==> src/hw/proc_config.svh <==
`ifndef PROC_CONFIG_SVH
`define PROC_CONFIG_SVH

// cores, which is also the number of instruction memory read ports
`define NUM_CORES 4

// data and instruction width
`define WORD_W 16

// shared program store, in words
`define IMEM_DEPTH 256

// private data memory per core, in words
`define DMEM_DEPTH 16

`endif
==> src/hw/core_pkg.sv <==
`default_nettype none

`include "proc_config.svh"

package core_pkg;

    // fetch and decode sequencer
    // WAIT is shared by the opcode and the operand read
    typedef enum logic [2:0] {
        IDLE,
        FETCH,
        WAIT,
        DECODE,
        OPERAND,
        EXEC,
        HALT
    } seq_state_e;

    // core number, at least one bit even for a single core
    localparam int ID_W = (`NUM_CORES > 1) ? $clog2(`NUM_CORES) : 1;
    typedef logic [ID_W-1:0] core_id_t;

    // retired instruction counter
    localparam int COUNT_W = 16;
    typedef logic [COUNT_W-1:0] count_t;

    // private data memory index, taken from the low bits of D
    localparam int DADDR_W = $clog2(`DMEM_DEPTH);
    typedef logic [DADDR_W-1:0] daddr_t;

endpackage

`default_nettype wire

==> src/hw/isa_pkg.sv <==
`default_nettype none

`include "proc_config.svh"

package isa_pkg;

    // instruction address width from the program store depth
    localparam int IADDR_W = $clog2(`IMEM_DEPTH);

    typedef logic [`WORD_W-1:0] word_t;
    typedef logic [IADDR_W-1:0] iaddr_t;

    // opcode numbering follows the legacy accumulator machine
    // LDAC and the three jumps take an extra operand word
    typedef enum logic [`WORD_W-1:0] {
        LDAC  = 5,
        MVACR = 29,
        MVACC = 30,
        MVA   = 31,
        MVB   = 32,
        MVC   = 33,
        INAC  = 34,
        CLAC  = 35,
        ADD   = 36,
        SUB   = 38,
        MUL   = 40,
        JUMP  = 46,
        JPNZ  = 48,
        NOP   = 50,
        ENDOP = 51,
        MVACA = 52,
        MVACB = 53,
        MVACD = 54,
        LDDAC = 55,
        STDAC = 59,
        JPPZ  = 62,
        MVCID = 64,
        MVD   = 65
    } opcode_e;

endpackage

`default_nettype wire

==> src/hw/core_if.sv <==
`default_nettype none

`include "proc_config.svh"

// decode to execute, one instruction at a time
interface issue_if;
    // one cycle strobe, op and operand stable while high
    logic                issue;
    isa_pkg::opcode_e    op;
    isa_pkg::word_t      operand;
    // jump decision from the current AC
    logic                branch_taken;

    modport decode (
        output issue,
        output op,
        output operand,
        input  branch_taken
    );

    modport execute (
        input  issue,
        input  op,
        input  operand,
        output branch_taken
    );
endinterface


`default_nettype wire

==> src/hw/core_decode.sv <==
`default_nettype none

`include "proc_config.svh"

module core_decode (
    input  wire logic            clk,
    input  wire logic            reset,
    input  wire logic            start,
    // instruction memory read port
    input  wire isa_pkg::word_t  rdata,
    output isa_pkg::iaddr_t      raddr,
    issue_if.decode              iss
);

    core_pkg::seq_state_e state;
    isa_pkg::iaddr_t      pc;
    isa_pkg::opcode_e     op_q;
    isa_pkg::word_t       operand_q;
    // set while the pending read is the operand word
    logic                 opnd_phase;
    logic                 two_word;

    // memory always reads at the pc
    // pc points at the operand word after DECODE of a two word op
    assign raddr = pc;

    // ops that carry a second word
    always_comb begin
        case (op_q)
            isa_pkg::LDAC,
            isa_pkg::JUMP,
            isa_pkg::JPNZ,
            isa_pkg::JPPZ: two_word = 1'b1;
            default:       two_word = 1'b0;
        endcase
    end

    // sequencer and program counter
    always_ff @(posedge clk) begin
        if (reset) begin
            state      <= core_pkg::IDLE;
            pc         <= '0;
            opnd_phase <= 1'b0;
        end else if (start) begin
            // restart from address 0, whatever the core was doing
            state      <= core_pkg::FETCH;
            pc         <= '0;
            opnd_phase <= 1'b0;
        end else begin
            case (state)
                core_pkg::FETCH: begin
                    state <= core_pkg::WAIT;
                end
                core_pkg::WAIT: begin
                    // second wait goes straight to execute
                    state      <= opnd_phase ? core_pkg::EXEC : core_pkg::DECODE;
                    opnd_phase <= 1'b0;
                end
                core_pkg::DECODE: begin
                    if (two_word) begin
                        pc    <= pc + 1'b1;
                        state <= core_pkg::OPERAND;
                    end else begin
                        state <= core_pkg::EXEC;
                    end
                end
                core_pkg::OPERAND: begin
                    opnd_phase <= 1'b1;
                    state      <= core_pkg::WAIT;
                end
                core_pkg::EXEC: begin
                    // branch_taken is valid for this op during the issue cycle
                    if (iss.branch_taken) begin
                        pc <= operand_q[isa_pkg::IADDR_W-1:0];
                    end else begin
                        pc <= pc + 1'b1;
                    end
                    if (op_q == isa_pkg::ENDOP) begin
                        state <= core_pkg::HALT;
                    end else begin
                        state <= core_pkg::FETCH;
                    end
                end
                // IDLE and HALT only leave on start
                default: begin
                    state <= state;
                end
            endcase
        end
    end

    // instruction and operand capture, read data is valid in WAIT
    always_ff @(posedge clk) begin
        if (state == core_pkg::WAIT) begin
            if (opnd_phase) begin
                operand_q <= rdata;
            end else begin
                op_q <= isa_pkg::opcode_e'(rdata);
            end
        end
    end

    // one issue per instruction
    assign iss.issue   = (state == core_pkg::EXEC);
    assign iss.op      = op_q;
    assign iss.operand = operand_q;

endmodule

`default_nettype wire

==> src/flat_wrapper.sv <==
// flat-port wrapper written by rule: the top's interface ports become plain ports
module core_decode_flat 
  (clk, reset, start, rdata, raddr, iss_issue, iss_op, iss_operand, iss_branch_taken);
  issue_if iss_i ();
  input  wire logic clk;
  input  wire logic reset;
  input  wire logic start;
  input  wire isa_pkg::word_t rdata;
  output isa_pkg::iaddr_t raddr;
  output wire logic [$bits(iss_i.issue)-1:0] iss_issue;
  output wire logic [$bits(iss_i.op)-1:0] iss_op;
  output wire logic [$bits(iss_i.operand)-1:0] iss_operand;
  input wire logic [$bits(iss_i.branch_taken)-1:0] iss_branch_taken;
  assign iss_issue = iss_i.issue;
  assign iss_op = iss_i.op;
  assign iss_operand = iss_i.operand;
  assign iss_i.branch_taken = iss_branch_taken;
  core_decode u_core (.clk(clk), .reset(reset), .start(start), .rdata(rdata), .raddr(raddr), .iss(iss_i));
endmodule
==> config.mk <==
export PLATFORM = sky130hd
export DESIGN_NAME = core_decode_flat
export DESIGN_NICKNAME = d
export VERILOG_FILES = /design/src/hw/core_pkg.sv /design/src/hw/isa_pkg.sv /design/src/hw/core_if.sv /design/src/hw/core_decode.sv /design/src/flat_wrapper.sv
export VERILOG_INCLUDE_DIRS = /design/src /design/src/hw
export SDC_FILE = /design/constraint.sdc
export NUM_CORES = 1
export LEC_CHECK = 0
export ABC_AREA = 0
export BUFFER_PORTS_ARGS = -buffer_cell sky130_fd_sc_hd__buf_4
export CORE_ASPECT_RATIO = 1.1
export CORE_UTILIZATION = 28
export CTS_CLUSTER_SIZE = 12
export DETAILED_ROUTE_END_ITERATION = 10
export RECOVER_POWER = 25
export REMOVE_ABC_BUFFERS = 1
export SYNTH_ARGS = -nofsm -noshare
export SYNTH_HDL_FRONTEND = slang
export SYNTH_SLANG_ARGS = --single-unit
==> constraint.sdc <==
create_clock -name clk -period 2.5 [get_ports clk]
set_input_delay 0.5 -clock clk [delete_from_list [all_inputs] [get_ports clk]]
set_output_delay 0.5 -clock clk [all_outputs]
set_load 0.01 [all_outputs]
# Word-level counts from Yosys, hierarchy flattened

Index checks and enable logic that the tools add are counted.

Flip-flop bits (word level): 44
Latch bits: 0
RAM bits: 0
ROM bits: 0
Bits of input ports: 20
Output and inout bits: 41
Word-level logic and storage cells: 39
Memories kept: 0

Add/sub/neg operators: 1
Multipliers: 0
Div/mod/pow operators: 0
$lt $le $gt $ge: 0
Equal/unequal tests: 11
Shift operators: 0
Muxes and demuxes: 10
Bitwise logic cells: 1
Reduce and logical (&&, ||, !) cells: 10

Operator list:

| cell                                                              | count |
|---|---|
| 16-bit by 6-bit == test with 1-bit output (second input constant) | 4 |
| 16-bit by 3-bit == test with 1-bit output (second input constant) | 1 |
| 8-bit 2-to-1 mux                                                  | 2 |
| 8-bit one-hot mux with 2 select lines                             | 1 |
| 3-bit one-hot mux with 4 select lines                             | 1 |
| 8-bit by 1-bit adder with 8-bit output (second input constant)    | 1 |
| 3-bit by 2-bit == test with 1-bit output (second input constant)  | 2 |
| 3-bit == test (second input constant)                             | 2 |
| 3-bit 2-to-1 mux                                                  | 2 |
| 2-bit AND reduction                                               | 3 |
| 5-bit nonzero test                                                | 1 |
| 2-bit nonzero test                                                | 2 |
| 4-bit nonzero test                                                | 1 |
| 2-bit OR reduction                                                | 2 |
| 4-bit OR reduction                                                | 1 |
| 3-bit by 1-bit == test with 1-bit output (second input constant)  | 1 |
| 1-bit 2-to-1 mux                                                  | 3 |
| 2-bit by 1-bit != test with 1-bit output (second input constant)  | 1 |
| 1-bit one-hot mux with 2 select lines                             | 1 |
| 1-bit NOT                                                         | 1 |

# Logic depth before layout (Yosys ltp)

Depth in word-level cells: 6
Mapped depth: 8
Gate-level depth less buffers: 7

# Worst setup path after synthesis

OpenSTA, ideal clock, no wires.

Path type: register -> register
From: register u_core.state[1]
To: register u_core.operand_q[0], in the netlist u_core.iss.operand[0] (enable)
Library setup time: 0.436 ns
Arrival: 2.274 ns
Required time: 2.064 ns
Setup slack: -0.211 ns
Stages on the path, launching flop included: 3
Buffers on the path: 0
Clock period less this slack: 2.711 ns
Path through: dfxtp_1 -> inv_1 -> nor4b_1

Cells in the longest elaborated chain, start to end: 2

RTL lines:

| element                                  | line              | text |
|---|---|---|
| start: declaration                       | core_decode.sv:15 | `core_pkg::seq_state_e state;` |
| start signal: assignment                 | core_decode.sv:41 | `state <= core_pkg::IDLE;` |
| start signal: assignment                 | core_decode.sv:46 | `state <= core_pkg::FETCH;` |
| start signal: assignment                 | core_decode.sv:52 | `state <= core_pkg::WAIT;` |
| 3-bit by 2-bit == test with 1-bit output | core_decode.sv:94 | `if (state == core_pkg::WAIT) begin` |
| 2-bit AND reduction (no line)            | n/a               |  |
| end signal: assignment                   | core_decode.sv:96 | `operand_q <= rdata;` |
| end: declaration                         | core_decode.sv:18 | `isa_pkg::word_t operand_q;` |

No other way between the ends.
A chain may end at the register's enable or synchronous reset.

# Worst setup path in the final report

From: register u_core.state[0]
To: output port iss_issue

Cells in the longest elaborated chain, start to end: 1

RTL lines:

| element          | line               | text |
|---|---|---|
| 3-bit == test    | core_decode.sv:104 | `assign iss.issue = (state == core_pkg::EXEC);` |
| end: declaration | flat_wrapper.sv:10 | `output wire logic [$bits(iss_i.issue)-1:0] iss_issue;` |

No other way between the ends.

==> qor.yml <==
hold_path:
  min_path_type: "in -> reg"
worst_setup_path:
  crit_path_start_kind: "register"
  critPathCaptureType: "output port"
  crit_type: "reg -> out"
  reg2reg_slack_ps: 550
  critPathRequiredTime_ps: 2000
  arrival_ps: 1470
  path_max_fanout: 11
power_and_ir_drop:
  p_seq_share_pct: 62.2
  p_sw_share_pct: 21.4
  combPwrFrac_pct: 5.1
  irDropWorstVdd_v: 0.000331
  pwr-share-clk_pct: 32.6
  p_int_uw: 1020
  leakagePower_uw: 0.000921
  p_per_area_nw_per_um2: 518
  p_switching_uw: 276
global_route:
  grt_pass1_wl_mm: 6.70
  busiest_layer: "met2"
  use_met2_pct: 21.6
  grt_max_degree: 17
  use_met3_pct: 4.79
  antenna_found_initial: 0
  grtUsageMet1_pct: 15.1
  gr-usage-all-layers_pct: 12.9
  overflow: 0
  first_global_vias: 1353
timing:
  timing.hold.ws_ps: 385
  slew_viol_final: 0
  tns_ps: 0
  skew_ps: 4.03
  tightest_slew_ps: 473
  rsz0062_at_grt: "false"
  period_share_pct: 78.7
  hold_viol: 0
  setup_viol: 0
  clock.fmax_mhz: 508
  finalCriticalPeriod_ps: 1970
  max_slew_margin_pct: 68.2
flow_run:
  maxCapViolCount: 0
clock_network:
  cts_buffers: 5
  clockRootBuffer: "clkbuf_8"
  cts.repair.resized: 0
  cts-hold-fix-buffers: 0
  clockBufferDepth: 2
  post_cts.repair.setup_buffers: 0
  clk_pin_slew_ps: 80
  clock_sinks: 44
  h-tree-depth: 2
  clkLatencyLatePin_ps: 290
  cts_tree: "done"
logic_synthesis:
  synthAdderAreaFrac_pct: 0.671
  avgSynthCellArea_sq_um: 12.3
  synth_cell_types: 39
  yosys_register_bits: 44
  synth-simple-area-share_pct: 16.1
  synth_xor_area_share_pct: 2.35
  muxShareOfSynthArea_pct: 1.14
  syn_area_sq_um: 1870
  synth_compound_area_share_pct: 13.3
  synthCells: 152
  ys_warn_count: 0
  ys_seq_area_share_pct: 64.4
  synth_top_family_by_area: "simple AND/OR/NAND/NOR gates"
finish:
  seqCellArea_sq_um: 1200
  antenna_cells: 0
  multiInputGateArea_sq_um: 638
  final_common_cell: "buf_4"
  final_cell_mix: "buf_4, edfxtp_1, clkbuf_4"
  area_growth_pct: 33.9
  fillers: 631
  nets: 236
  drive_above_1_share_pct: 35.3
detailed_routing:
  drtIter0Drc: 59
  drt_first_pass_iters: 4
  viasPerCell: 5.07
  final_antenna_net_count: 0
  route.detailed.drc: 0
  routed_wl_mm: 4.42
  wl_per_cell_microns: 15.0
  vias: 1497
floorplan:
  pin_count: 61
  start_util_pct: 29.6
  die_x_microns: 79.8
  die-area_sq_um: 6990
  fp.dieH_microns: 87.6
  row_count: 30
  coreArea_sq_um: 6310
place:
  dpl.hpwl_mm: 3.29
  portBuffers: 60
  gp_congestion: 0.787
run_status:
  outcome: "complete, no violations"
[area by class of cell]
class                      count  area share [%]
sequential                    44            48.1
multi-input combinational     98            25.6
timing repair buffer          63            18.6
tap                           80            4.01
clock buffer                   5            2.76
clock inverter                 2           0.501
inverter                       3           0.451
[kinds of logic (layout without fill, tap and decap cells)]
family / count (synthesis) / count (layout)
DFF: 44 / 44
muxes: 2 / 2
xor gates and xnor gates: 5 / 5
buffers and inverters: 10 / 73
adders and majority gates: 1 / 1
and+or+nand+nor: 54 / 54
AOI/OAI and AO/OA: 36 / 36
[sequential cells by signal (all words and copies together) (netlist names)]
signal and count:
u_core.iss.op 16, u_core.iss.operand 16, u_core.opnd_phase 1, u_core.raddr 8, u_core.state 3
[per-layer routing]
metal	vias to the layer above	part of all wire, %
met5	-	0
met1	718	41
li1	714	-
met3	7	8.4
met2	58	49
met4	0	1.2
[power groups by stage]
stage	clock, uW	sequential [uW]	combinational [uW]
3_3_place_gp	0	821	70.4
5_1_grt	464	806	72.8
3_5_place_dp	0	821	70.0
4_1_cts	437	804	70.0
2_1_floorplan	0	822	19.6
6_report	422	804	66.4
[final timing paths]
kind               startpoint               to  cells after the start
max reg2reg  u_core.iss.op[3]  u_core.raddr[7]                      5
min reg2reg   u_core.raddr[7]  u_core.raddr[7]                      2
max           u_core.state[0]        iss_issue                      3
min                     reset  u_core.state[0]                      2
[critical path, stage by stage (launching register included)]
cell	delay [ps]
dfxtp_1	550
nand3_1	150
inv_1	280
buf_4	190
[cells in the mapped netlist]
cell type | count | area (sq um)
a22oi_1 | 1 | 7.51
nand4bb_1 | 1 | 11.3
nor2_1 | 5 | 18.8
or2_2 | 1 | 6.26
or3_1 | 3 | 18.8
or4b_1 | 2 | 20.0
o211ai_2 | 1 | 12.5
o221ai_1 | 4 | 35.0
nand2_1 | 12 | 45.0
clkbuf_2 | 1 | 5.00
o211ai_1 | 2 | 15.0
a221o_1 | 1 | 10.0
inv_1 | 3 | 11.3
ha_1 | 1 | 12.5
xnor2_1 | 3 | 26.3
edfxtp_1 | 32 | 961
and3_1 | 3 | 18.8
o21ai_0 | 11 | 55.1
a211oi_2 | 1 | 12.5
mux2_2 | 1 | 11.3
a21oi_2 | 1 | 8.76
nor4bb_1 | 1 | 10.0
nor4b_1 | 1 | 8.76
a2111oi_0 | 1 | 8.76
nand3_1 | 11 | 55.1
a22o_1 | 1 | 8.76
o211a_2 | 1 | 10.0
clkbuf_1 | 6 | 22.5
a21oi_1 | 8 | 40.0
mux2i_1 | 1 | 10.0
nor4_1 | 3 | 18.8
o31ai_1 | 1 | 7.51
xor2_1 | 2 | 17.5
dfxtp_1 | 12 | 240
a221oi_1 | 1 | 8.76
and2_1 | 2 | 12.5
a211oi_1 | 1 | 7.51
nand4b_1 | 3 | 26.3
nor3_1 | 6 | 30.0
[stage by stage]
step	utilization (%)	worst slack (ps)	std cells	instance area, sq um	power (uW)
2_1_floorplan	-	-211	145	1840	842
3_3_place_gp	38.4	600	288	2420	891
3_5_place_dp	38.4	575	288	2420	891
4_1_cts	39.7	519	295	2500	1310
5_1_grt	39.6	412	295	2500	1340
6_report	39.6	532	295	2500	1290
Power figures use the tool's default switching activity.
