==> config.mk <==
export PLATFORM = sky130hd
export DESIGN_NAME = core_execute_flat
export DESIGN_NICKNAME = d
export VERILOG_FILES = /design/src/hw/core_pkg.sv /design/src/hw/isa_pkg.sv /design/src/hw/core_if.sv /design/src/hw/core_execute.sv /design/src/flat_wrapper.sv
export VERILOG_INCLUDE_DIRS = /design/src /design/src/hw
export SDC_FILE = /design/constraint.sdc
export NUM_CORES = 1
export LEC_CHECK = 0
export ABC_AREA = 1
export BUFFER_PORTS_ARGS = -buffer_cell sky130_fd_sc_hd__buf_2
export CAP_MARGIN = 5
export CORE_AREA = 2 2 247 249
export DETAILED_ROUTE_END_ITERATION = 7
export DIE_AREA = 0 0 249 251
export RECOVER_POWER = 50
export SYNTH_ARGS = -nofsm -noshare
export SYNTH_HDL_FRONTEND = slang
export SYNTH_SLANG_ARGS = --single-unit
==> constraint.sdc <==
create_clock -name clk -period 6.1 [get_ports clk]
set_input_delay 0 -clock clk [delete_from_list [all_inputs] [get_ports clk]]
set_output_delay 0 -clock clk [all_outputs]
set_load 0.05 [all_outputs]
==> src/hw/proc_config.svh <==
`ifndef PROC_CONFIG_SVH
`define PROC_CONFIG_SVH

// cores, which is also the number of instruction memory read ports
`define NUM_CORES 4

// data and instruction width
`define WORD_W 16

// shared program store, in words
`define IMEM_DEPTH 256

// private data memory per core, in words
`define DMEM_DEPTH 16

`endif
==> src/hw/core_pkg.sv <==
`default_nettype none

`include "proc_config.svh"

package core_pkg;

    // fetch and decode sequencer
    // WAIT is shared by the opcode and the operand read
    typedef enum logic [2:0] {
        IDLE,
        FETCH,
        WAIT,
        DECODE,
        OPERAND,
        EXEC,
        HALT
    } seq_state_e;

    // core number, at least one bit even for a single core
    localparam int ID_W = (`NUM_CORES > 1) ? $clog2(`NUM_CORES) : 1;
    typedef logic [ID_W-1:0] core_id_t;

    // retired instruction counter
    localparam int COUNT_W = 16;
    typedef logic [COUNT_W-1:0] count_t;

    // private data memory index, taken from the low bits of D
    localparam int DADDR_W = $clog2(`DMEM_DEPTH);
    typedef logic [DADDR_W-1:0] daddr_t;

endpackage

`default_nettype wire

==> src/hw/isa_pkg.sv <==
`default_nettype none

`include "proc_config.svh"

package isa_pkg;

    // instruction address width from the program store depth
    localparam int IADDR_W = $clog2(`IMEM_DEPTH);

    typedef logic [`WORD_W-1:0] word_t;
    typedef logic [IADDR_W-1:0] iaddr_t;

    // opcode numbering follows the legacy accumulator machine
    // LDAC and the three jumps take an extra operand word
    typedef enum logic [`WORD_W-1:0] {
        LDAC  = 5,
        MVACR = 29,
        MVACC = 30,
        MVA   = 31,
        MVB   = 32,
        MVC   = 33,
        INAC  = 34,
        CLAC  = 35,
        ADD   = 36,
        SUB   = 38,
        MUL   = 40,
        JUMP  = 46,
        JPNZ  = 48,
        NOP   = 50,
        ENDOP = 51,
        MVACA = 52,
        MVACB = 53,
        MVACD = 54,
        LDDAC = 55,
        STDAC = 59,
        JPPZ  = 62,
        MVCID = 64,
        MVD   = 65
    } opcode_e;

endpackage

`default_nettype wire

==> src/hw/core_if.sv <==
`default_nettype none

`include "proc_config.svh"

// decode to execute, one instruction at a time
interface issue_if;
    // one cycle strobe, op and operand stable while high
    logic                issue;
    isa_pkg::opcode_e    op;
    isa_pkg::word_t      operand;
    // jump decision from the current AC
    logic                branch_taken;

    modport decode (
        output issue,
        output op,
        output operand,
        input  branch_taken
    );

    modport execute (
        input  issue,
        input  op,
        input  operand,
        output branch_taken
    );
endinterface

// execute to result, per core status
interface retire_if;
    logic           retire;
    logic           halt;
    isa_pkg::word_t ac;

    modport execute (
        output retire,
        output halt,
        output ac
    );

    modport result (
        input retire,
        input halt,
        input ac
    );
endinterface

`default_nettype wire

==> src/hw/core_execute.sv <==
`default_nettype none

`include "proc_config.svh"

module core_execute #(
    parameter core_pkg::core_id_t CORE_ID = '0
) (
    input  wire logic clk,
    input  wire logic reset,
    input  wire logic start,
    issue_if.execute  iss,
    retire_if.execute ret
);

    // architectural registers
    isa_pkg::word_t ac;
    isa_pkg::word_t r;
    isa_pkg::word_t a;
    isa_pkg::word_t b;
    isa_pkg::word_t c;
    isa_pkg::word_t d;
    isa_pkg::word_t ac_next;

    // private data memory, indexed by D
    isa_pkg::word_t   dmem [`DMEM_DEPTH];
    core_pkg::daddr_t d_idx;

    assign d_idx = d[core_pkg::DADDR_W-1:0];

    // jump decision from AC as it stands at issue
    always_comb begin
        case (iss.op)
            isa_pkg::JUMP: iss.branch_taken = 1'b1;
            isa_pkg::JPNZ: iss.branch_taken = (ac != '0);
            // zero or positive as signed
            isa_pkg::JPPZ: iss.branch_taken = ~ac[`WORD_W-1];
            default:       iss.branch_taken = 1'b0;
        endcase
    end

    // accumulator datapath
    // ADD, SUB and MUL keep the low word only
    always_comb begin
        case (iss.op)
            isa_pkg::LDAC:  ac_next = iss.operand;
            isa_pkg::MVA:   ac_next = a;
            isa_pkg::MVB:   ac_next = b;
            isa_pkg::MVC:   ac_next = c;
            isa_pkg::MVD:   ac_next = d;
            isa_pkg::MVCID: ac_next = isa_pkg::word_t'(CORE_ID);
            isa_pkg::INAC:  ac_next = ac + 1'b1;
            isa_pkg::CLAC:  ac_next = '0;
            isa_pkg::ADD:   ac_next = ac + r;
            isa_pkg::SUB:   ac_next = ac - r;
            isa_pkg::MUL:   ac_next = ac * r;
            isa_pkg::LDDAC: ac_next = dmem[d_idx];
            // moves out of AC, stores, jumps, NOP and ENDOP
            default:        ac_next = ac;
        endcase
    end

    // register file, cleared at every start
    always_ff @(posedge clk) begin
        if (reset || start) begin
            ac <= '0;
            r  <= '0;
            a  <= '0;
            b  <= '0;
            c  <= '0;
            d  <= '0;
        end else if (iss.issue) begin
            ac <= ac_next;
            case (iss.op)
                isa_pkg::MVACR: r <= ac;
                isa_pkg::MVACA: a <= ac;
                isa_pkg::MVACB: b <= ac;
                isa_pkg::MVACC: c <= ac;
                isa_pkg::MVACD: d <= ac;
                default: ;
            endcase
        end
    end

    // store at D, content survives a restart
    always_ff @(posedge clk) begin
        if (iss.issue && (iss.op == isa_pkg::STDAC)) begin
            dmem[d_idx] <= ac;
        end
    end

    // retire one cycle after issue, lines up with the updated AC
    // an issue that meets start belongs to the old run and is dropped
    always_ff @(posedge clk) begin
        if (reset) begin
            ret.retire <= 1'b0;
            ret.halt   <= 1'b0;
        end else begin
            ret.retire <= iss.issue && !start;
            ret.halt   <= iss.issue && !start && (iss.op == isa_pkg::ENDOP);
        end
    end

    assign ret.ac = ac;

endmodule

`default_nettype wire

==> src/flat_wrapper.sv <==
// flat-port wrapper written by rule: the top's interface ports become plain ports
module core_execute_flat 
#(
    parameter core_pkg::core_id_t CORE_ID = '0
)
  (clk, reset, start, iss_issue, iss_op, iss_operand, iss_branch_taken, ret_retire, ret_halt, ret_ac);
  issue_if iss_i ();
  retire_if ret_i ();
  input  wire logic clk;
  input  wire logic reset;
  input  wire logic start;
  input wire logic [$bits(iss_i.issue)-1:0] iss_issue;
  input wire logic [$bits(iss_i.op)-1:0] iss_op;
  input wire logic [$bits(iss_i.operand)-1:0] iss_operand;
  output wire logic [$bits(iss_i.branch_taken)-1:0] iss_branch_taken;
  output wire logic [$bits(ret_i.retire)-1:0] ret_retire;
  output wire logic [$bits(ret_i.halt)-1:0] ret_halt;
  output wire logic [$bits(ret_i.ac)-1:0] ret_ac;
  assign iss_i.issue = iss_issue;
  assign iss_i.op = iss_op;
  assign iss_i.operand = iss_operand;
  assign iss_branch_taken = iss_i.branch_taken;
  assign ret_retire = ret_i.retire;
  assign ret_halt = ret_i.halt;
  assign ret_ac = ret_i.ac;
  core_execute #(.CORE_ID(CORE_ID)) u_core (.clk(clk), .reset(reset), .start(start), .iss(iss_i), .ret(ret_i));
endmodule
# --- Yosys cells after proc, flatten, opt, wreduce, memory -nomap -nowiden ---
# Memories as Yosys holds them, arrays and structs flattened. A register that Yosys moved wholly into a read port is not among the register bits.
# Index checks and enable logic that the tools add are counted.
totals:
  out_inout_bits: 19
  in_bits: 36
  ramBits: 256
  regBits: 98
  elab_cells: 56
  memories: 1
op_classes:
  eq_ne: 22
  add_sub_neg: 3
  mux: 6
  n_mul: 1
  n_reduce_logical: 14
  n_bitwise: 1
memory_table:
  columns: ["name", "depth", "width", "read_ports", "rd_clocked_by_memory_dff", "write_ports", "line", "rtl"]
  rows:
  - ["u_core.dmem", 16, 16, 1, 1, 1, "core_execute.sv:25", "isa_pkg::word_t dmem [`DMEM_DEPTH];"]
ops:
  columns: ["cell", "count"]
  rows:
  - ["$eq A16 B6 Y1 const B", 16]
  - ["$pmux W16 S11", 1]
  - ["$eq A16 B5 Y1 const B", 3]
  - ["$eq A16 B7 Y1 const B", 2]
  - ["$add A16 B1 Y16 const B", 1]
  - ["$add A16 B16 Y16", 1]
  - ["$eq A16 B3 Y1 const B", 1]
  - ["$mul A16 B16 Y16", 1]
  - ["$reduce_bool A16 Y1", 1]
  - ["$sub A16 B16 Y16", 1]
  - ["$reduce_and A2 Y1", 6]
  - ["$reduce_bool A11 Y1", 1]
  - ["$mux W4", 2]
  - ["$logic_and A1 B1 Y1", 3]
  - ["$pmux W1 S3", 1]
  - ["$mux W1", 2]
  - ["$reduce_or A2 Y1", 1]
  - ["$logic_not A1 Y1", 1]
  - ["$logic_or A1 B1 Y1", 1]
  - ["$not A1 Y1", 1]

# --- Logic depth before layout (Yosys ltp) ---
# Gate-level depths: netlist of the first run.
depth:
  word_depth: 4
  ltp_mapped: 32
  depth_no_buf: 30

# --- Worst setup path after synthesis of the first run ---
# No wires, ideal clock.
synth_timing:
  path_kind: "reg-to-reg"
  from: "reg u_core.ac[5], in the netlist u_core.ret.ac[5]"
  to: "reg u_core.ac[14], in the netlist u_core.ret.ac[14]"
  arrival_ns: 5.794
  n_path_buf: 2
  setup_ns: 0.135
  t_required_ns: 5.965
  path_stages_with_launch: 27
  path_slack_ns: 0.171
  period_less_slack_ns: 5.929
  path_cell_list: "dfxtp_1 -> buf_2 -> buf_1 -> nand2_1 -> inv_1 -> fa_1 -> inv_1 -> fa_1 -> fa_1 -> fa_1 -> inv_1 -> fa_1 -> inv_1 -> fa_1 -> inv_1 -> ha_1 -> nand2_1 -> nand2_1 -> a31oi_1 -> nand3_1 -> or2_2 -> nand3_1 -> nand2_1 -> nor2_1 -> nand3_1 -> nand2_1 -> a21oi_1"
synth_via:
  elab_chain_len: 2
  word_cells_on_any_way: 5
synth_rtl:
  columns: ["item", "line", "rtl"]
  rows:
  - ["start: declaration", "core_execute.sv:16", "isa_pkg::word_t ac;"]
  - ["start signal: assignment", "core_execute.sv:72", "ac <= ac_next;"]
  - ["$mul A16 B16 Y16, or another cell as far along", "core_execute.sv:55", "isa_pkg::MUL: ac_next = ac * r;"]
  - ["$pmux W16 S11 *", "core_execute.sv:44", "case (iss.op)"]
# Mark *: on every way between the ends. The rest lies on a longest branch, timed or not.
# A chain may end at the register's enable or synchronous reset.

# --- Final worst setup path of the first run ---
layout_timing:
  from: "reg u_core.ac[7], in the netlist u_core.ret.ac[7]"
  to: "reg u_core.ac[13], in the netlist u_core.ret.ac[13]"
# Same word-level chain as after synthesis.

==> results of run 1 <==
[critical path: cells and delay by family (launching register included)]
family / cells / cell delay, ns
compound gates: 1 / 0.06
fa+ha+maj: 7 / 3.26
simple gates: 11 / 1.34
buf+inv: 5 / 0.36
flops: 1 / 0.64
[metrics by stage]
step           util (%)  power (mW)  instances  hold slack (ns)
2_1_floorplan         -        2.65       2335            0.164
3_3_place_gp       36.5        2.68       3106            0.426
3_5_place_dp       36.5        2.68       3106            0.416
4_1_cts            38.7        4.88       3190          0.00175
5_1_grt            38.6        4.98       3190           0.0254
6_report           38.6        4.84       3192           0.0189
[cell usage in the layout, fill, tap and decap left out, types with 39 or more instances in the layout]
cell / count
sky130_fd_sc_hd__a211oi_1: 65
sky130_fd_sc_hd__a21oi_1: 55
sky130_fd_sc_hd__buf_2: 45
sky130_fd_sc_hd__buf_4: 48
sky130_fd_sc_hd__clkbuf_16: 39
sky130_fd_sc_hd__dfxtp_1: 95
sky130_fd_sc_hd__edfxtp_1: 256
sky130_fd_sc_hd__fa_1: 81
sky130_fd_sc_hd__ha_1: 65
sky130_fd_sc_hd__inv_1: 364
sky130_fd_sc_hd__nand2_1: 376
sky130_fd_sc_hd__nand3_1: 93
sky130_fd_sc_hd__nor2_1: 339
sky130_fd_sc_hd__o21ai_0: 155
sky130_fd_sc_hd__o22ai_1: 51
[state kept, by name, indices dropped and copies added (netlist names), named ones only]
signal,count
u_core.a,16
u_core.d,16
u_core.ret.halt,1
u_core.ret.ac,16
u_core.r,16
u_core.c,16
u_core.dmem,256
u_core.ret.retire,1
u_core.b,16
[routing by layer]
metal / global-route usage [%] / vias up / share of wire (%)
met5: 0 / - / 0.020
met4: 8.31 / 2 / 4.0
met3: 4.43 / 135 / 8.1
met2: 31.9 / 698 / 45
met1: 27.9 / 8228 / 43
li1: - / 7859 / -
[cell families (layout without fill, tap and decap cells)]
kind of cell             after synthesis  count (layout)  share of synthesized area, %
flip-flops                           358             358                          47.1
AND/OR/NAND/NOR                      883             883                          17.8
XOR/XNOR                              12              12                         0.508
AO/OA/AOI/OAI                        438             438                          13.4
adder cells (fa/ha/maj)              146             146                          11.8
other                                  0               2                             0
buffers and inverters                498             571                          9.46
[worst paths after layout]
kind / start / endpoint / depth (start not counted)
setup reg to reg: u_core.ret.ac[7]$_SDFFE_PP0P_ / u_core.ret.ac[13]$_SDFFE_PP0P_ / 24
hold reg to reg: u_core.d[12]$_SDFFE_PP0P_ / u_core.d[12]$_SDFFE_PP0P_ / 2
hold / removal: iss_op[4] / u_core.ret.halt$_SDFF_PP0_ / 4
setup / recovery: u_core.ret.ac[7]$_SDFFE_PP0P_ / u_core.ret.ac[13]$_SDFFE_PP0P_ / 24
[timing repair]
| action | 4_1_cts | 5_1_grt |
|---|---|---|
| hold endpoints to repair | 16 | 0 |
| hold buffers | 15 | 0 |
| resized for setup | 0 | 5 |
| buffers inserted | 0 | 0 |
| endpoints found under the setup margin | 0 | 4 |
[power groups by stage]
| stage | registers, mW | clock network, mW | logic (mW) |
|---|---|---|---|
| floorplan | 2.62 | 0 | 0.0281 |
| global placement | 2.62 | 0 | 0.0543 |
| detailed placement | 2.62 | 0 | 0.0548 |
| CTS | 2.57 | 2.24 | 0.0623 |
| global route | 2.57 | 2.34 | 0.0675 |
| finish | 2.57 | 2.21 | 0.0633 |
[area by class of cell]
class / instances / area, sq um / share of cell area, %
clock inverters: 17 / 105 / 0.455
multi-input cells: 1479 / 8980 / 38.9
flip-flops and latches: 358 / 9740 / 42.2
inverters: 372 / 1400 / 6.08
well taps: 782 / 978 / 4.24
clock buffers: 52 / 1050 / 4.57
repair buffers: 130 / 818 / 3.55
diodes: 2 / 5.00 / 0.0217
==> impl_table.tex, run 1 <==
\begin{tabular}{lr}
\hline
Metric & Value \\
\hline
\multicolumn{2}{l}{\textbf{Synthesis}} \\
EDFF count, synth & 256 \\
Post-synth top area share & 37.2\% \\
Sequential element share of the synthesized area & 47.1\% \\
Distinct cell type count of the synthesized netlist & 53 \\
Synthesis warning total & 0 \\
Post-synthesis instance area & 20700 sq um \\
Leading cell types by total area after synthesis & sky130\_fd\_sc\_hd\_\_edfxtp\_1 37\%, sky130\_fd\_sc\_hd\_\_dfxtp\_1 9.9\%, sky130\_fd\_sc\_hd\_\_fa\_1 7.8\% \\
Library cell with the highest instance count after synthesis & sky130\_fd\_sc\_hd\_\_nand2\_1 \\
Cell taking the most area after synthesis & sky130\_fd\_sc\_hd\_\_edfxtp\_1 \\
Syn nets & 2517 \\
Flop and latch count out of synthesis & 358 \\
Async set-reset flop share out of synthesis & 0\% \\
Top cell types by occurrence after synthesis & 376 x sky130\_fd\_sc\_hd\_\_nand2\_1, 363 x sky130\_fd\_sc\_hd\_\_inv\_1, 339 x sky130\_fd\_sc\_hd\_\_nor2\_1 \\
Mean Syn Cell Area & 8.85 sq um \\
Ys flop type & sky130\_fd\_sc\_hd\_\_edfxtp\_1 \\
Cells after synthesis & 2335 \\
\multicolumn{2}{l}{\textbf{Floorplanning}} \\
Die boundary width & 249 um \\
IO Count & 55 \\
Core box area & 59800 sq um \\
Die boundary height & 251 um \\
Count of standard-cell rows & 90 \\
Starting density of the core & 34.6\% \\
Area of the die & 62500 sq um \\
\multicolumn{2}{l}{\textbf{Power}} \\
P\_int & 3.81 mW \\
Switching power & 1.03 mW \\
Flop pwr share & 53.1\% \\
Pleak & 10.1 nW \\
Net switching fraction of the power & 21.2\% \\
Max VDD drop & 0.208 mV \\
Pwr/cell area & 210 nW/um\^{}2 \\
Clock power share & 45.6\% \\
Combinational group share of total power & 1.3\% \\
\multicolumn{2}{l}{\textbf{STA}} \\
Worst Skew & 0.0179 ns \\
\# setup viols final & 0 \\
Slew at the pin with the worst max-slew slack & 1.89 ns \\
Highest clock frequency the design can meet & 171 MHz \\
Max-slew headroom & -25.7\% \\
Minimum clock period after layout & 5.86 ns \\
RSZ-0062 raised after global routing & no \\
Ratio of final minimum period to clock period & 96.1\% \\
Summed negative setup slack over all endpoints & 0 ns \\
Slew Limit Fails & 162 \\
Final Hold Viols & 0 \\
Worst-case setup margin in the final layout & 0.239 ns \\
\multicolumn{2}{l}{\textbf{Cells and area}} \\
Area added between synthesis and finish & 11.7\% \\
Number of nets in the layout & 2561 \\
Filler cells & 5903 \\
Final cell area excluding filler cells & 23100 sq um \\
Layout cell share with drive strength beyond 1 & 8.26\% \\
\multicolumn{2}{l}{\textbf{Global route}} \\
Pin count of the biggest net entering global routing & 98 \\
Global-route wire length before repair & 97800 um \\
Via count of the first global-routing pass & 16200 \\
Remaining Overflow, GRT & 0 \\
Antenna violations before repair & 1 \\
Global router's overall resource usage & 20.5\% \\
\multicolumn{2}{l}{\textbf{Worst setup path}} \\
CP Cell Sequence & nand2\_1 > inv\_1 > fa\_1 > inv\_1 > fa\_1 > fa\_1 > fa\_1 > inv\_1 > fa\_1 > inv\_1 > fa\_1 > inv\_1 > ha\_1 > nand2\_1 > nor2\_1 > nand3\_1 > nand3\_1 > nand2\_1 > nand3\_1 > nand2\_1 > nor2\_1 > nand3\_1 > nand2\_1 > a21oi\_1 \\
Slowest cell on the critical path & sky130\_fd\_sc\_hd\_\_dfxtp\_1 \\
Element type at the critical path start & flop \\
Type of destination of the critical path & flop \\
Worst setup path class & reg2reg \\
Required time at the endpoint of the critical path & 6.49 ns \\
Critical path data arrival time & 6.25 ns \\
Worst stage delay on the critical path & 0.64 ns \\
Reg-to-reg slack, setup & 0.24 ns \\
CP most frequent cell & sky130\_fd\_sc\_hd\_\_fa\_1 \\
Maximum fanout count along the critical path & 9 \\
\multicolumn{2}{l}{\textbf{Detailed routing}} \\
Pre-Repair DR Iteration Count & 8 \\
Vias & 16900 \\
Violation count after the first detailed-routing iteration & 1848 \\
Routed length per instance & 20.3 um \\
Antenna violation net count after detailed routing & 0 \\
Post-route DRC violation count & 0 \\
Detailed-route vias per instance & 5.30 \\
Final Routed Wirelength & 64900 um \\
\multicolumn{2}{l}{\textbf{CTS}} \\
Clk\_lat worst skew & 0.57 ns \\
Clk root buf & sky130\_fd\_sc\_hd\_\_clkbuf\_16 \\
Number of buffers inserted during clock tree synthesis & 38 \\
Sinks on Clock Net & 358 \\
H-tree lvl count & 2 \\
Clk slew on worst S/H paths & 0.06 ns \\
Number of buffers on the longest clock path & 3 \\
Clock tree from TritonCTS & yes \\
\multicolumn{2}{l}{\textbf{Run status}} \\
Outcome & finished with violations \\
Violated checks & max-capacitance violations, max-slew violations \\
\multicolumn{2}{l}{\textbf{Place}} \\
PortBufs & 54 \\
Final weighted congestion in routability-driven placement & 0.951 \\
Cell area after placement & 21800 sq um \\
Detailed-placement wirelength estimate & 44300 um \\
Setup slack after placement & 0.320 ns \\
\multicolumn{2}{l}{\textbf{Hold path}} \\
Hold crit path type & in2reg \\
\multicolumn{2}{l}{\textbf{Flow run}} \\
Number of maximum-capacitance constraint violations & 7 \\
\hline
\end{tabular}
Power figures use the tool's default switching activity.
==> inputs of run 2 (changes only) <==
--- a/config.mk
+++ b/config.mk
@@ -12,6 +12,7 @@
 export CORE_AREA = 2 2 247 249
 export DETAILED_ROUTE_END_ITERATION = 7
 export DIE_AREA = 0 0 249 251
+export PLACE_DENSITY_LB_ADDON = 0.2
 export RECOVER_POWER = 50
 export SYNTH_ARGS = -nofsm -noshare
 export SYNTH_HDL_FRONTEND = slang
==> impl_table.tex, run 2 (same netlist as run 1, synthesis figures left out) <==
\begin{tabular}{lr}
\hline
Metric & Value \\
\hline
\multicolumn{2}{l}{\textbf{Worst setup path}} \\
Reg-to-Reg End & u\_core.ret.ac[14]\$\_SDFFE\_PP0P\_ \\
Critical path data arrival time & 6.08 ns (-0.17 ns) \\
Slowest cell on the critical path & sky130\_fd\_sc\_hd\_\_dfxtp\_1 \\
CP Cell Sequence & nand2\_1 > fa\_1 > inv\_1 > fa\_1 > fa\_1 > fa\_1 > fa\_1 > inv\_1 > fa\_1 > inv\_1 > ha\_1 > inv\_1 > o21ai\_0 > a31oi\_1 > nand3\_1 > or2\_2 > nand3\_1 > nand2\_1 > nor2\_1 > nand3\_1 > nand2\_1 > a21oi\_1 \\
Worst setup path class & reg2reg \\
Kind of cell adding the most delay to the critical path & adder cells \\
Cell count of the worst reg-to-reg path & 22 (-8.3\%) \\
Type of destination of the critical path & flop \\
Element type at the critical path start & flop \\
Reg-to-reg slack, setup & 0.41 ns (+0.18 ns) \\
Buf/Inv on CP & 4 (-1) \\
Worst stage delay on the critical path & 0.71 ns (+0.07 ns) \\
CP most frequent cell & sky130\_fd\_sc\_hd\_\_fa\_1 \\
Required time at the endpoint of the critical path & 6.49 ns (about the same) \\
Launch point of the worst reg-to-reg path & u\_core.r[9]\$\_SDFFE\_PP0P\_ \\
Maximum fanout count along the critical path & 10 (+1) \\
\multicolumn{2}{l}{\textbf{Place}} \\
Detailed-placement wirelength estimate & 44800 um (+1.2\%) \\
PortBufs & 54 (unchanged) \\
Setup slack after placement & 0.405 ns (+0.0854 ns) \\
Cell total after placement & 3109 (+0.097\%) \\
Final weighted congestion in routability-driven placement & 0.929 (-2.3\%) \\
Cell area after placement & 21900 sq um (+0.18\%) \\
\multicolumn{2}{l}{\textbf{Detailed routing}} \\
Final Routed Wirelength & 66300 um (+2.3\%) \\
Routed length per instance & 20.7 um (+2.1\%) \\
Post-route DRC violation count & 0 (unchanged) \\
Violation count after the first detailed-routing iteration & 1558 (-16\%) \\
Detailed-route vias per instance & 5.22 (-1.6\%) \\
Antenna violation net count after detailed routing & 0 (unchanged) \\
Pre-Repair DR Iteration Count & 5 (-3) \\
Vias & 16700 (-1.4\%) \\
\multicolumn{2}{l}{\textbf{STA}} \\
Minimum clock period after layout & 5.69 ns (-0.176 ns) \\
Summed negative setup slack over all endpoints & 0 ns (unchanged) \\
Final Hold Viols & 0 (unchanged) \\
\# setup viols final & 0 (unchanged) \\
Worst-case setup margin in the final layout & 0.415 ns (+0.176 ns) \\
Slew Limit Fails & 108 (-33\%) \\
Max-slew headroom & -28.4\% (-2.7 points) \\
Slew at the pin with the worst max-slew slack & 1.93 ns (+0.0404 ns) \\
Highest clock frequency the design can meet & 176 MHz (+3.1\%) \\
RSZ-0062 raised after global routing & no \\
Worst Skew & 0.0212 ns (+0.00330 ns) \\
Ratio of final minimum period to clock period & 93.2\% (-2.9 points) \\
\multicolumn{2}{l}{\textbf{Cells and area}} \\
Area added between synthesis and finish & 12.7\% \\
Most used cells in the layout excluding fill and tap cells & 376 x sky130\_fd\_sc\_hd\_\_nand2\_1, 362 x sky130\_fd\_sc\_hd\_\_inv\_1, 339 x sky130\_fd\_sc\_hd\_\_nor2\_1 \\
Diodes inserted & 0 (-2) \\
Number of nets in the layout & 2567 (+0.23\%) \\
Final cell area excluding filler cells & 23300 sq um (+0.95\%) \\
Number of flip-flops in the largest register & 256 (unchanged) \\
Register containing the most flip-flops in the final layout & u\_core.dmem \\
Most common library cell in the layout ignoring fill and taps & sky130\_fd\_sc\_hd\_\_nand2\_1 \\
Layout cell share with drive strength beyond 1 & 8.77\% (+0.51 points) \\
Filler-free cell count of the finished design & 3198 (+0.19\%) \\
\multicolumn{2}{l}{\textbf{Power}} \\
Max VDD drop & 0.159 mV (-23\%) \\
Pwr/cell area & 218 nW/um\^{}2 (+3.8\%) \\
Clock power share & 48.1\% (+2.5 points) \\
Overall power consumption & 5.07 mW (+4.8\%) \\
Net switching fraction of the power & 21.0\% (-0.19 points) \\
Pleak & 10.2 nW (+1.2\%) \\
Switching power & 1.07 mW (+3.9\%) \\
P\_int & 4.01 mW (+5.0\%) \\
Flop pwr share & 50.7\% (-2.4 points) \\
Combinational group share of total power & 1.2\% (about the same) \\
\multicolumn{2}{l}{\textbf{Run status}} \\
Violated checks & max-capacitance violations, max-slew violations \\
Outcome & finished with violations \\
\multicolumn{2}{l}{\textbf{Hold path}} \\
Min-Delay Startpoint & iss\_op[1] \\
Hold path endpoint & u\_core.c[15]\$\_SDFFE\_PP0P\_ \\
Hold crit path type & in2reg \\
Cell count of the worst hold path & 4 (unchanged) \\
\multicolumn{2}{l}{\textbf{CTS}} \\
Number of buffers on the longest clock path & 3 (unchanged) \\
Clk\_lat worst skew & 0.57 ns (about the same) \\
Clk slew on worst S/H paths & 0.06 ns (about the same) \\
Clk root buf & sky130\_fd\_sc\_hd\_\_clkbuf\_16 \\
Clock tree from TritonCTS & yes \\
Sinks on Clock Net & 358 (unchanged) \\
Number of buffers inserted during clock tree synthesis & 40 (+5.3\%) \\
H-tree lvl count & 2 (unchanged) \\
Number of post-CTS setup repair buffers & 0 (unchanged) \\
\multicolumn{2}{l}{\textbf{Floorplanning}} \\
Die boundary width & 249 um (unchanged) \\
Area of the die & 62500 sq um (unchanged) \\
IO Count & 55 (unchanged) \\
Core box area & 59800 sq um (unchanged) \\
Count of standard-cell rows & 90 (unchanged) \\
Starting density of the core & 34.6\% (unchanged) \\
Die boundary height & 251 um (unchanged) \\
\multicolumn{2}{l}{\textbf{Global route}} \\
Pin count of the biggest net entering global routing & 98 (unchanged) \\
Via count of the first global-routing pass & 16500 (+1.4\%) \\
Global router's overall resource usage & 21.4\% (+0.82 points) \\
Antenna violations before repair & 0 (-1) \\
Remaining Overflow, GRT & 0 (unchanged) \\
Global-route wire length before repair & 102000 um (+4.5\%) \\
\multicolumn{2}{l}{\textbf{Flow run}} \\
Number of maximum-capacitance constraint violations & 4 (-3) \\
\hline
\end{tabular}
## run 2: area by class of cell
class,instances,area [sq um]
Inverter,372,1400
Timing Repair Buffer,134,862
Fill cell,5984,36500
Multi-Input combinational cell,1479,8990
Sequential cell,358,9740
Tap cell,782,978
Clock inverter,13,125
Clock buffer,60,1200
## run 2: power groups by stage
stage	clock network, mW	logic (mW)	registers, mW
global route	2.58	0.0687	2.57
detailed placement	0	0.0550	2.62
finish	2.44	0.0632	2.57
global placement	0	0.0552	2.62
floorplan	0	0.0281	2.62
CTS	2.49	0.0629	2.57
## run 2: through the flow
step                      utilization, %  hold slack, ns
after floorplan                        -           0.164
after global placement              36.6           0.416
after detailed placement            36.6           0.411
after CTS                           39.1          0.0133
after global routing                39.0          0.0518
final                               39.0          0.0416
## run 2: worst register-to-register path, cell delays in order (launching register included)
cell and delay (ns):
sky130_fd_sc_hd__dfxtp_1 0.71, sky130_fd_sc_hd__nand2_1 0.16, sky130_fd_sc_hd__fa_1 0.51, sky130_fd_sc_hd__inv_1 0.05, sky130_fd_sc_hd__fa_1 0.43, sky130_fd_sc_hd__fa_1 0.47
sky130_fd_sc_hd__fa_1 0.51, sky130_fd_sc_hd__fa_1 0.52, sky130_fd_sc_hd__inv_1 0.06, sky130_fd_sc_hd__fa_1 0.48, sky130_fd_sc_hd__inv_1 0.04, sky130_fd_sc_hd__ha_1 0.30
sky130_fd_sc_hd__inv_1 0.10, sky130_fd_sc_hd__o21ai_0 0.10, sky130_fd_sc_hd__a31oi_1 0.17, sky130_fd_sc_hd__nand3_1 0.11, sky130_fd_sc_hd__or2_2 0.28, sky130_fd_sc_hd__nand3_1 0.07
sky130_fd_sc_hd__nand2_1 0.06, sky130_fd_sc_hd__nor2_1 0.15, sky130_fd_sc_hd__nand3_1 0.08, sky130_fd_sc_hd__nand2_1 0.10, sky130_fd_sc_hd__a21oi_1 0.06
## run 2: layer usage
layer | GRT usage (%) | wire length (um)
met5 | 0 | 0
met4 | 5.42 | 1540
met3 | 3.14 | 4100
met2 | 34.1 | 29900
met1 | 30.5 | 30800
## run 2: worst max-delay path by stage
| stage | slack (ns) | from | endpoint | cells past startpoint |
|---|---|---|---|---|
| after floorplan | 0.17 | u_core.ret.ac[5]$_SDFFE_PP0P_ | u_core.ret.ac[14]$_SDFFE_PP0P_ | 26 |
| after detailed placement | 0.41 | u_core.r[6]$_SDFFE_PP0P_ | u_core.ret.ac[14]$_SDFFE_PP0P_ | 24 |
| final | 0.41 | u_core.r[9]$_SDFFE_PP0P_ | u_core.ret.ac[14]$_SDFFE_PP0P_ | 22 |
| after global placement | 0.40 | u_core.ret.ac[7]$_SDFFE_PP0P_ | u_core.ret.ac[11]$_SDFFE_PP0P_ | 20 |
| after global routing | 0.007 | u_core.r[2]$_SDFFE_PP0P_ | u_core.ret.ac[14]$_SDFFE_PP0P_ | 22 |
| after CTS | 0.36 | u_core.r[1]$_SDFFE_PP0P_ | u_core.ret.ac[14]$_SDFFE_PP0P_ | 22 |
## run 2: repair_timing
item,in CTS,in global routing
hold buffers,16,0
resized for setup,0,4
setup endpoints to repair,0,1
hold endpoints to repair,18,0
==> inputs of run 3 (changes only) <==
--- a/config.mk
+++ b/config.mk
@@ -13,7 +13,6 @@
 export DETAILED_ROUTE_END_ITERATION = 7
 export DIE_AREA = 0 0 249 251
 export PLACE_DENSITY_LB_ADDON = 0.2
-export RECOVER_POWER = 50
 export SYNTH_ARGS = -nofsm -noshare
 export SYNTH_HDL_FRONTEND = slang
 export SYNTH_SLANG_ARGS = --single-unit
==> impl_table.tex, run 3 (same netlist as run 1, synthesis figures left out) <==
\begin{tabular}{lr}
\hline
Metric & Value \\
\hline
\multicolumn{2}{l}{\textbf{Cells and area}} \\
Filler cells & 5965 (-0.32\%) \\
Diodes inserted & 0 (unchanged) \\
Number of nets in the layout & 2567 (unchanged) \\
Most common library cell in the layout ignoring fill and taps & sky130\_fd\_sc\_hd\_\_nand2\_1 \\
Register containing the most flip-flops in the final layout & u\_core.dmem \\
Layout cell share with drive strength beyond 1 & 9.73\% (+0.95 points) \\
Final cell area excluding filler cells & 23400 sq um (+0.28\%) \\
Number of flip-flops in the largest register & 256 (unchanged) \\
Most used cells in the layout excluding fill and tap cells & 376 x sky130\_fd\_sc\_hd\_\_nand2\_1, 362 x sky130\_fd\_sc\_hd\_\_inv\_1, 339 x sky130\_fd\_sc\_hd\_\_nor2\_1 \\
Area added between synthesis and finish & 13.0\% \\
\multicolumn{2}{l}{\textbf{Worst setup path}} \\
Element type at the critical path start & flop \\
Required time at the endpoint of the critical path & 6.49 ns (about the same) \\
Critical path data arrival time & 6.10 ns (+0.02 ns) \\
Type of destination of the critical path & flop \\
CP most frequent cell & sky130\_fd\_sc\_hd\_\_fa\_1 \\
CP Cell Sequence & nand2\_1 > fa\_1 > inv\_1 > fa\_1 > fa\_1 > fa\_1 > fa\_1 > inv\_1 > fa\_1 > inv\_1 > ha\_1 > inv\_1 > o21ai\_0 > a31oi\_1 > nand3\_1 > or2\_2 > nand3\_1 > nand2\_1 > nor2\_1 > nand3\_1 > nand2\_1 > a21oi\_1 \\
Maximum fanout count along the critical path & 10 (unchanged) \\
Worst setup path class & reg2reg \\
Worst stage delay on the critical path & 0.71 ns (about the same) \\
Slowest cell on the critical path & sky130\_fd\_sc\_hd\_\_dfxtp\_1 \\
\multicolumn{2}{l}{\textbf{STA}} \\
Highest clock frequency the design can meet & 175 MHz (-0.40\%) \\
Slew Limit Fails & 0 (-100\%) \\
Slew at the pin with the worst max-slew slack & 1.22 ns (-0.703 ns) \\
Minimum clock period after layout & 5.71 ns (+0.0228 ns) \\
\# setup viols final & 0 (unchanged) \\
Ratio of final minimum period to clock period & 93.6\% (+0.37 points) \\
Worst Skew & 0.0232 ns (+0.00200 ns) \\
RSZ-0062 raised after global routing & no \\
Summed negative setup slack over all endpoints & 0 ns (unchanged) \\
Final Hold Viols & 0 (unchanged) \\
Max-slew headroom & 18.5\% (+47 points) \\
\multicolumn{2}{l}{\textbf{Global route}} \\
Antenna violations before repair & 0 (unchanged) \\
Via count of the first global-routing pass & 16500 (unchanged) \\
Global-route wire length before repair & 102000 um (unchanged) \\
Pin count of the biggest net entering global routing & 98 (unchanged) \\
Global router's overall resource usage & 21.4\% (unchanged) \\
Remaining Overflow, GRT & 0 (unchanged) \\
\multicolumn{2}{l}{\textbf{Floorplanning}} \\
Starting density of the core & 34.6\% (unchanged) \\
IO Count & 55 (unchanged) \\
Core box area & 59800 sq um (unchanged) \\
Die boundary width & 249 um (unchanged) \\
Area of the die & 62500 sq um (unchanged) \\
Die boundary height & 251 um (unchanged) \\
Count of standard-cell rows & 90 (unchanged) \\
\multicolumn{2}{l}{\textbf{Run status}} \\
Outcome & finished clean \\
\multicolumn{2}{l}{\textbf{Place}} \\
Cell area after placement & 21900 sq um (unchanged) \\
Detailed-placement wirelength estimate & 44800 um (unchanged) \\
Final weighted congestion in routability-driven placement & 0.929 (unchanged) \\
PortBufs & 54 (unchanged) \\
\multicolumn{2}{l}{\textbf{Detailed routing}} \\
Routed length per instance & 20.8 um (+0.32\%) \\
Detailed-routing wirelength on met1 & 30900 um (+0.37\%) \\
Antenna violation net count after detailed routing & 0 (unchanged) \\
Top sig layer & met4 \\
Pre-Repair DR Iteration Count & 8 (+3) \\
Final Routed Wirelength & 66500 um (+0.32\%) \\
Sum of met3 wire segment lengths after detailed routing & 4170 um (+1.7\%) \\
DR WL met2 & 29900 um (about the same) \\
Violation count after the first detailed-routing iteration & 1528 (-1.9\%) \\
Vias & 16600 (-0.18\%) \\
Post-route DRC violation count & 0 (unchanged) \\
Detailed-route vias per instance & 5.21 (-0.18\%) \\
\multicolumn{2}{l}{\textbf{CTS}} \\
Number of buffers on the longest clock path & 3 (unchanged) \\
H-tree lvl count & 2 (unchanged) \\
Clk slew on worst S/H paths & 0.06 ns (about the same) \\
Number of buffers inserted during clock tree synthesis & 40 (unchanged) \\
Clock tree from TritonCTS & yes \\
Sinks on Clock Net & 358 (unchanged) \\
Clk root buf & sky130\_fd\_sc\_hd\_\_clkbuf\_16 \\
Clk\_lat worst skew & 0.57 ns (about the same) \\
\multicolumn{2}{l}{\textbf{Power}} \\
Max VDD drop & 0.159 mV (+0.15\%) \\
Pwr/cell area & 217 nW/um\^{}2 (-0.28\%) \\
Pleak & 10.3 nW (+0.85\%) \\
Overall power consumption & 5.07 mW (about the same) \\
\multicolumn{2}{l}{\textbf{Flow run}} \\
Number of maximum-capacitance constraint violations & 0 (-4) \\
\multicolumn{2}{l}{\textbf{Hold path}} \\
Hold crit path type & in2reg \\
\hline
\end{tabular}
## run 3: cell types whose count changed in the layout (fill, tap and decap cells not counted)
cell	before	now
sky130_fd_sc_hd__buf_4	49	63
sky130_fd_sc_hd__or2_4	0	1
sky130_fd_sc_hd__clkbuf_1	32	11
sky130_fd_sc_hd__dfxtp_2	9	11
sky130_fd_sc_hd__buf_2	47	54
sky130_fd_sc_hd__or2_2	8	7
sky130_fd_sc_hd__dfxtp_1	92	90
## run 3: power by group
part           total [mW]  internal, mW  leakage, nW  switching [mW]
sequential           2.57          2.57         3.50       0.0000583
clock                2.44          1.41        0.647            1.03
combinational      0.0636        0.0224         6.17          0.0413
## run 3: path summary, 6_finish.rpt
check                                                from                        endpoint  slack [ns]  depth (start not counted)
worst max-delay path             u_core.r[9]$_SDFFE_PP0P_  u_core.ret.ac[14]$_SDFFE_PP0P_        0.39                         22
worst min-delay path                            iss_op[1]       u_core.c[15]$_SDFFE_PP0P_        0.04                          4
worst max register to register   u_core.r[9]$_SDFFE_PP0P_  u_core.ret.ac[14]$_SDFFE_PP0P_        0.39                         22
worst min register to register  u_core.d[10]$_SDFFE_PP0P_       u_core.d[10]$_SDFFE_PP0P_        0.46                          2
## run 3: per-stage QoR
| step | instances | hold WS [ns] | util [%] | worst slack (ns) |
|---|---|---|---|---|
| after detailed placement | 3109 | 0.411 | 36.6 | 0.405 |
| after floorplan | 2335 | 0.164 | - | 0.171 |
| after CTS | 3198 | 0.0133 | 39.1 | 0.357 |
| final | 3198 | 0.0390 | 39.1 | 0.392 |
| after global placement | 3109 | 0.416 | 36.6 | 0.395 |
| after global routing | 3198 | 0.0518 | 39.1 | 0.00713 |
## run 3: what timing repair did
| action | CTS | global route |
|---|---|---|
| endpoints found under the setup margin | 0 | 1 |
| buffers inserted | 0 | 0 |
| resized for setup | 0 | 4 |
| endpoints found under the hold margin | 18 | 0 |
| hold buffers | 16 | 0 |
## run 3: cell type report
cell class / count / area (sq um) / share of cell area [%]
clock buffer: 60 / 1200 / 5.13
sequential: 358 / 9750 / 41.7
clock inverter: 13 / 125 / 0.535
multi-input combinational: 1479 / 8990 / 38.5
inverter: 372 / 1400 / 6.01
timing repair buffer: 134 / 923 / 3.95
tap: 782 / 978 / 4.19
## run 3: critical path, delay by kind of cell (launching register included)
family	cells	cell delay, ns
adder cells (fa/ha/maj)	7	3.22
AND/OR/NAND/NOR	8	1.01
flip-flops	1	0.71
AO/OA/AOI/OAI	3	0.32
buffers and inverters	4	0.25
## run 3: metal layers
metal,vias up,global-route usage (%)
li1,7872,-
met1,8147,30.5
met2,544,34.1
met3,85,3.14
met4,0,5.42
met5,-,0
